--- config.mk ---
export PLATFORM = sky130hd
export DESIGN_NAME = bus_reply
export DESIGN_NICKNAME = d
export VERILOG_FILES = /design/src/source/sys_mem_pkg.sv /design/src/source/bus_reply.sv
export VERILOG_INCLUDE_DIRS = /design/src /design/src/source
export SDC_FILE = /design/constraint.sdc
export NUM_CORES = 1
export LEC_CHECK = 0
export BUFFER_PORTS_ARGS = -buffer_cell sky130_fd_sc_hd__buf_2
export CAP_MARGIN = 10
export CORE_MARGIN = 5
export CORE_UTILIZATION = 40
export CTS_CLUSTER_SIZE = 25
export DETAILED_ROUTE_END_ITERATION = 16
export HOLD_SLACK_MARGIN = 0.02
export PLACE_DENSITY_LB_ADDON = 0.08
export SLEW_MARGIN = 30
export SYNTH_ARGS = -nofsm -noshare
export SYNTH_HDL_FRONTEND = slang
export SYNTH_SLANG_ARGS = --single-unit
export TNS_END_PERCENT = 50
--- constraint.sdc ---
create_clock -name clk -period 1.55 [get_ports clk]
set_input_delay 0.2325 -clock clk [delete_from_list [all_inputs] [get_ports clk]]
set_output_delay 0.2325 -clock clk [all_outputs]
set_load 0.02 [all_outputs]
--- src/source/sys_mem_cfg.svh ---
// memory subsystem geometry and timing, included by the package and the RTL that sizes storage
`ifndef SYS_MEM_CFG_SVH
`define SYS_MEM_CFG_SVH

// ---------------------------------------------------------------------
// physical memory
// ---------------------------------------------------------------------

// number of physical 4K-word frames
`define MEM_FRAMES 8

// frame number width, must cover MEM_FRAMES
`define FRAME_BITS 3

// ---------------------------------------------------------------------
// address map
// ---------------------------------------------------------------------

// word offset within a page
// top 16-PAGE_WORDS_BITS bits of ad select the logical page
`define PAGE_WORDS_BITS 12

// ---------------------------------------------------------------------
// access timing
// ---------------------------------------------------------------------

// extra cycles per word store access, at least 1
`define MEM_WAIT_TICKS 3

`endif

--- src/source/sys_mem_pkg.sv ---
// shared types of the memory subsystem, imported by every RTL module
`include "sys_mem_cfg.svh"

package sys_mem_pkg;

	// bus data and address word
	typedef logic [15:0] word_t;
	// segment number (nb)
	typedef logic [3:0] seg_t;
	// logical page, top bits of ad
	typedef logic [3:0] page_t;
	// physical frame number
	typedef logic [`FRAME_BITS-1:0] frame_t;
	// physical word address, frame plus offset
	typedef logic [`FRAME_BITS+`PAGE_WORDS_BITS-1:0] phys_addr_t;

	// bus command, cmd_none when all lines low
	typedef enum logic [1:0] {cmd_none, cmd_w, cmd_r, cmd_s} bus_cmd_t;

	// one sampled bus command
	typedef struct packed {
		bus_cmd_t cmd;
		seg_t nb;
		word_t ad;
		word_t dt;
	} bus_req_t;

	// mapped access, decode to execute
	typedef struct packed {
		logic write;
		phys_addr_t addr;
		word_t data;
	} mem_op_t;

	// one completion, ok or en plus read data
	typedef struct packed {
		logic ok;
		logic en;
		word_t data;
	} mem_res_t;

	// FSM state sets
	typedef enum logic [1:0] {dec_idle, dec_look, dec_wait} decode_state_t;
	typedef enum logic [1:0] {exe_idle, exe_wait, exe_done} exec_state_t;
	typedef enum logic {rep_idle, rep_hold} reply_state_t;

endpackage

--- src/source/bus_reply.sv ---
// bus reply stage, latches a completion and holds ok or en with read data
`timescale 1ns/1ps

module bus_reply
	import sys_mem_pkg::*;
(
	input logic clk,
	input logic rst,
	input logic w,
	input logic r,
	input logic s,
	input mem_res_t dec_res,
	input logic dec_res_valid,
	input mem_res_t exe_res,
	input logic exe_res_valid,
	output logic reply_busy,
	output logic ok,
	output logic en,
	output word_t rdt
);

	reply_state_t state;
	mem_res_t held;
	logic cmd_any;

	// master still holding a command
	assign cmd_any = w | r | s;

	// ---------------------------------------------------------------------
	// four-phase reply
	// ---------------------------------------------------------------------

	always_ff @(posedge clk) begin
		if (rst) begin
			state <= rep_idle;
			held <= '0;
		end else begin
			case (state)
				rep_idle: begin
					// at most one source per cycle
					if (dec_res_valid) begin
						held <= dec_res;
						state <= rep_hold;
					end else if (exe_res_valid) begin
						held <= exe_res;
						state <= rep_hold;
					end
				end
				rep_hold: begin
					// release once lines drop, rdt back to zero
					if (!cmd_any) begin
						held <= '0;
						state <= rep_idle;
					end
				end
				default: state <= rep_idle;
			endcase
		end
	end

	// busy spans latch to release
	assign reply_busy = (state == rep_hold);

	assign ok = held.ok;
	assign en = held.en;
	assign rdt = held.data;

	// one reply line at a time
	assert property (@(posedge clk) disable iff (rst) !(ok && en));
	// decode and execute never complete together
	assert property (@(posedge clk) disable iff (rst) !(dec_res_valid && exe_res_valid));

endmodule

==> results of run 1 <==
-- synth_stat cells --
cell type,instances
o21ba_1,1
nor4b_2,1
buf_2,2
mux2i_1,18
o2bb2ai_1,12
nand2b_1,1
nor3_1,3
a21oi_1,6
buf_6,3
clkbuf_1,3
or4b_1,1
dfxtp_1,19
or3_1,6
o21bai_4,1
nand3_1,6
-- area by class of cell --
type	instances	area, µm²	share of cell area [%]
Multi-Input combinational cell	56	458	37.3
Sequential cell	19	380	31.0
Timing Repair Buffer	64	328	26.7
Tap cell	28	35.0	2.85
Clock buffer	4	26.3	2.14
-- kinds of logic (layout without fill, tap and decap cells) --
family | count (synthesis) | after routing
AOI/OAI and AO/OA | 20 | 20
DFF | 19 | 19
muxes | 18 | 18
and+or+nand+nor | 18 | 18
buffers and inverters | 8 | 68
-- critical path, stage by stage (launching register included) --
cell and delay [ns]:
dfxtp_1 0.50, or4b_1 0.59, nand3_1 0.14, a21oi_1 0.06
-- how the worst min path moves through the flow --
stage,cells after the start,end,slack [ns],startpoint
after floorplan,2,reply_busy$_SDFF_PP0_,0.40,exe_res_valid
after global placement,1,rdt[6]$_SDFFE_PP0P_,0.44,rdt[6]$_SDFFE_PP0P_
after detailed placement,1,rdt[11]$_SDFFE_PP0P_,0.44,rdt[11]$_SDFFE_PP0P_
after CTS,3,rdt[0]$_SDFFE_PP0P_,0.19,exe_res[0]
after global routing,2,en$_SDFFE_PP0P_,0.20,rst
final,3,rdt[0]$_SDFFE_PP0P_,0.20,exe_res[0]
-- routing by layer --
metal | vias to the layer above | share of wire (%)
met4 | 0 | 1.1
li1 | 434 | -
met2 | 35 | 50
met3 | 2 | 9.8
met5 | - | 0
met1 | 388 | 39
-- report_power, final --
group	switching, mW	internal [mW]
Sequential	0.0205	0.524
Combinational	0.133	0.118
Clock	0.150	0.100
-- state kept, by name, indices dropped and copies added, names as in the netlist --
register and cells:
reply_busy 1, en 1, ok 1, rdt 16
==> impl_metrics.ini, run 1 <==
[synthesis]
synth_top_area_cell = dfxtp_1
netlist_instances = 83
ys_seq_area_share_pct = 42.6
synth_xor_area_share_pct = 0
synth-seq-cells = 19
synth_top_cell_area_share_pct = 42.6
synth_area_leaders = dfxtp_1, mux2i_1, o2bb2ai_1
synthesis.area_um2 = 893
synth_fa_ha_area_share_pct = 0
synth_cell_types = 15
synthMuxAreaShare_pct = 20.2
avgSynthCellArea_um2 = 10.8
yosys.area_share.simple_pct = 12.7
synth_top_family_by_area = multiplexers
synth-compound-area-share_pct = 18.3
syn_nets = 126
yosys_warnings = 0

[timing]
hold_viol_final = 0
slew_violations = 0
final.setup.worst_slack_ns = 0.155
skew_ns = 0.00481
fin_crit_sh_pct = 90.0
whs_ns = 0.199
worst_pin_slew_ns = 0.471
rsz0062_at_grt = no
setup-violations-final = 0
max_freq_ghz = 0.717
slew-limit-headroom_pct = 68.6
layout_min_cycle_time_ns = 1.40
tns_ns = 0

[die]
rows = 17
die_h_um = 57.3
ios = 62
dieArea_um2 = 3280
die_w_um = 57.3
core_um2 = 2170
initial_utilization_pct = 41.2

[cts]
cts_hold_buf = 0
cts_sinks = 19
htreeDepth = 1
root_buffer = clkbuf_4
cts_tree = done
path_clk_slew_ns = 0.11
insertion_delay_ns = 0.29
cts_buffer_depth = 2
cts_buffers = 3
post_cts_buffers = 0
cts_resized = 0

[routing]
dr.pass1.iters = 4
wire_per_inst_um = 13.2
wirelength_mm = 2.26
drt_first_iter_violations = 16
viasPerCell = 5.02
drc_errors = 0
ant_nets = 0
vias = 859

[placement]
dp_hpwl_mm = 1.80
pre_cts_slack_ns = 0.159
numPortBuffers = 61
gp_congestion = 0.662
placed_area_um2 = 1200
numPlacedInstances = 167

[setup_path]
r2r-start = reply_busy$_SDFF_PP0_
endpoint = rdt[13]$_SDFFE_PP0P_
crit_type = flip-flop to flip-flop
cp-start-kind = flip-flop
r2r_slack_ns = 0.15
critPathMaxFanout = 12
crit_arrival_ns = 1.58
cp.required_ns = 1.74
worst_r2r_path_depth = 3
end_kind = flip-flop
r2r-end = rdt[13]$_SDFFE_PP0P_
crit_start = reply_busy$_SDFF_PP0_

[grt]
grt_pass1_wl_mm = 3.85
grt_max_degree = 13
antenna_found_initial = 0
grtUsageMet3_pct = 4.30
first_global_vias = 874
grtUsageMet2_pct = 26.3
busiest_layer = met2
overflow = 0
met1_usage_pct = 16.0
grt_usage_pct = 14.8

[layout]
stdcell_area_um2 = 1230
drive_gt1_share_pct = 48.3
nNetsFinal = 187
final_cell_mix = buf_2, dfxtp_1, mux2i_1
post-route-util_pct = 56.6
area_growth_pct = 37.4
nFillCells = 227
antennaDiodeCount = 0
fin_cells = 171
mostFrequentLayoutCell = buf_2

[power_and_ir_drop]
total_power_mw = 1.04
p_leak_nw = 0.615
peakVddDrop_v = 0.000468
cellPowerDensity_nw_per_um2 = 851

[status]
outcome = finished clean

[min_path]
hp-class = input port to flip-flop

[flow_run]
maxCapViolCount = 0
Note: power is estimated with default switching activity, not from simulation.
==> run 2: changes to the inputs <==
--- a/config.mk
+++ b/config.mk
@@ -14,6 +14,8 @@
 export DETAILED_ROUTE_END_ITERATION = 16
 export HOLD_SLACK_MARGIN = 0.02
 export PLACE_DENSITY_LB_ADDON = 0.08
+export RECOVER_POWER = 50
+export REMOVE_ABC_BUFFERS = 1
 export SLEW_MARGIN = 30
 export SYNTH_ARGS = -nofsm -noshare
 export SYNTH_HDL_FRONTEND = slang
==> run 2 against run 1 <==
  * Utilization decreased by 1.0 points
  * Register-to-register slack about the same
  * Hold slack improved by 0.0019 ns
  * Wire length increased by 1.9%
  * Clock power decreased by 3%
  * Via count decreased by 0.12%
  * Critical path type unchanged
  * Highest routed layer unchanged
==> impl_metrics.ini, run 2 (synthesis gave the netlist of run 1 again) <==
[setup_path]
worst_r2r_path_depth = 3
path_buf_inv = 0
r2r_slack_ns = 0.15
crit_arrival_ns = 1.58
crit_start = reply_busy$_SDFF_PP0_
r2r-end = en$_SDFFE_PP0P_
cp-start-kind = flip-flop
crit_chain = or4b_1 -> nand3_1 -> a21oi_1
end_kind = flip-flop
cpMaxStageDelayCell = or4b_1
path_delay_family = simple AND/OR/NAND/NOR gates
critPathMaxFanout = 12
r2r-start = reply_busy$_SDFF_PP0_
slowest_delay_ns = 0.59
worstSetupPathDepth = 3
cp.required_ns = 1.74
crit_type = flip-flop to flip-flop

[placement]
dp_hpwl_mm = 1.84
numPlacedInstances = 167
gp_congestion = 0.733
numPortBuffers = 61

[timing]
skew_ns = 0.00545
setup-violations-final = 0
layout_min_cycle_time_ns = 1.40
rsz0062_at_grt = no
slew-limit-headroom_pct = 67.8
max_freq_ghz = 0.715
slew_violations = 0
worst_pin_slew_ns = 0.483
hold_viol_final = 0
fin_crit_sh_pct = 90.2

[die]
die_h_um = 57.3
initial_utilization_pct = 41.2
ios = 62
die_w_um = 57.3
dieArea_um2 = 3280
core_um2 = 2170
rows = 17

[layout]
nNetsFinal = 187
largest_register_ffs = 16
drive_gt1_share_pct = 35.7
area_growth_pct = 34.9
final_cell_mix = buf_2, clkbuf_1, dfxtp_1
antennaDiodeCount = 0
mostFrequentLayoutCell = buf_2
fin_cells = 171

[cts]
path_clk_slew_ns = 0.11
htreeDepth = 1
cts_tree = done
cts_buffers = 3
cts_sinks = 19
cts_resized = 0
insertion_delay_ns = 0.29
cts_hold_buf = 0
post_cts_buffers = 0
cts_buffer_depth = 2
root_buffer = clkbuf_4

[grt]
overflow = 0
antenna_found_initial = 0
grt_pass1_wl_mm = 3.71
first_global_vias = 889
grt_max_degree = 13
grt_usage_pct = 14.0

[min_path]
holdPathEnd = rdt[1]$_SDFFE_PP0P_
hp-class = input port to flip-flop
min_path_cells = 3
hp-start = exe_res[1]

[routing]
viasPerCell = 5.02
drt_first_iter_violations = 6
drc_errors = 0
vias = 858
wirelength_mm = 2.31
wire_per_inst_um = 13.5
dr.pass1.iters = 4
ant_nets = 0

[flow_run]
maxCapViolCount = 0

[power_and_ir_drop]
p_leak_nw = 0.543
total_power_mw = 1.03
cellPowerDensity_nw_per_um2 = 856
peakVddDrop_v = 0.000465

[status]
outcome = finished clean
[run 2: cell count changes in the layout (fill, tap and decap cells not counted)]
cell	before	now
buf_2	61	43
clkbuf_1	1	19
[run 2: worst reg2reg max path, delay by kind of cell (launching register included)]
| family | cells | cell delay (ns) |
|---|---|---|
| AOI/OAI and AO/OA | 1 | 0.07 |
| DFF | 1 | 0.51 |
| and+or+nand+nor | 2 | 0.72 |
[run 2: worst max path at each step]
stage / endpoint / slack (ns)
finish: en$_SDFFE_PP0P_ / 0.15
global route: rdt[7]$_SDFFE_PP0P_ / 0.04
CTS: en$_SDFFE_PP0P_ / 0.14
detailed placement: en$_SDFFE_PP0P_ / 0.15
global placement: rdt[12]$_SDFFE_PP0P_ / 0.21
floorplan: ok$_SDFFE_PP0P_ / -0.14
[run 2: metal layers]
layer / wire length [µm] / GRT usage (%) / part of all wire [%]
met1: 955 / 16.7 / 41
met2: 1180 / 24.5 / 51
met3: 150 / 3.85 / 6.5
met4: 14 / 3.97 / 0.61
met5: 0 / 0 / 0
[run 2: where the power goes]
group	switching (mW)	internal (mW)	leakage, nW	total [mW]
clock	0.143	0.0998	0.0150	0.242
combinational	0.134	0.108	0.371	0.242
sequential	0.0221	0.524	0.156	0.546
[run 2: area by class of cell]
| cell class | instances | area [µm²] |
|---|---|---|
| clock buffers | 4 | 26.3 |
| fillers | 230 | 965 |
| multi-input cells | 56 | 458 |
| flip-flops and latches | 19 | 380 |
| well taps | 28 | 35.0 |
| repair buffers | 64 | 305 |
[run 2: metrics by stage]
step	hold slack [ns]	utilization [%]	setup TNS [ns]	setup slack, ns	instance area [µm²]
2_1_floorplan	0.302	-	-1.72	-0.143	838
3_3_place_gp	0.440	55.4	0	0.206	1200
3_5_place_dp	0.446	55.4	0	0.149	1200
4_1_cts	0.194	56.6	0	0.143	1230
5_1_grt	0.195	55.5	0	0.0433	1200
6_report	0.201	55.5	0	0.152	1200
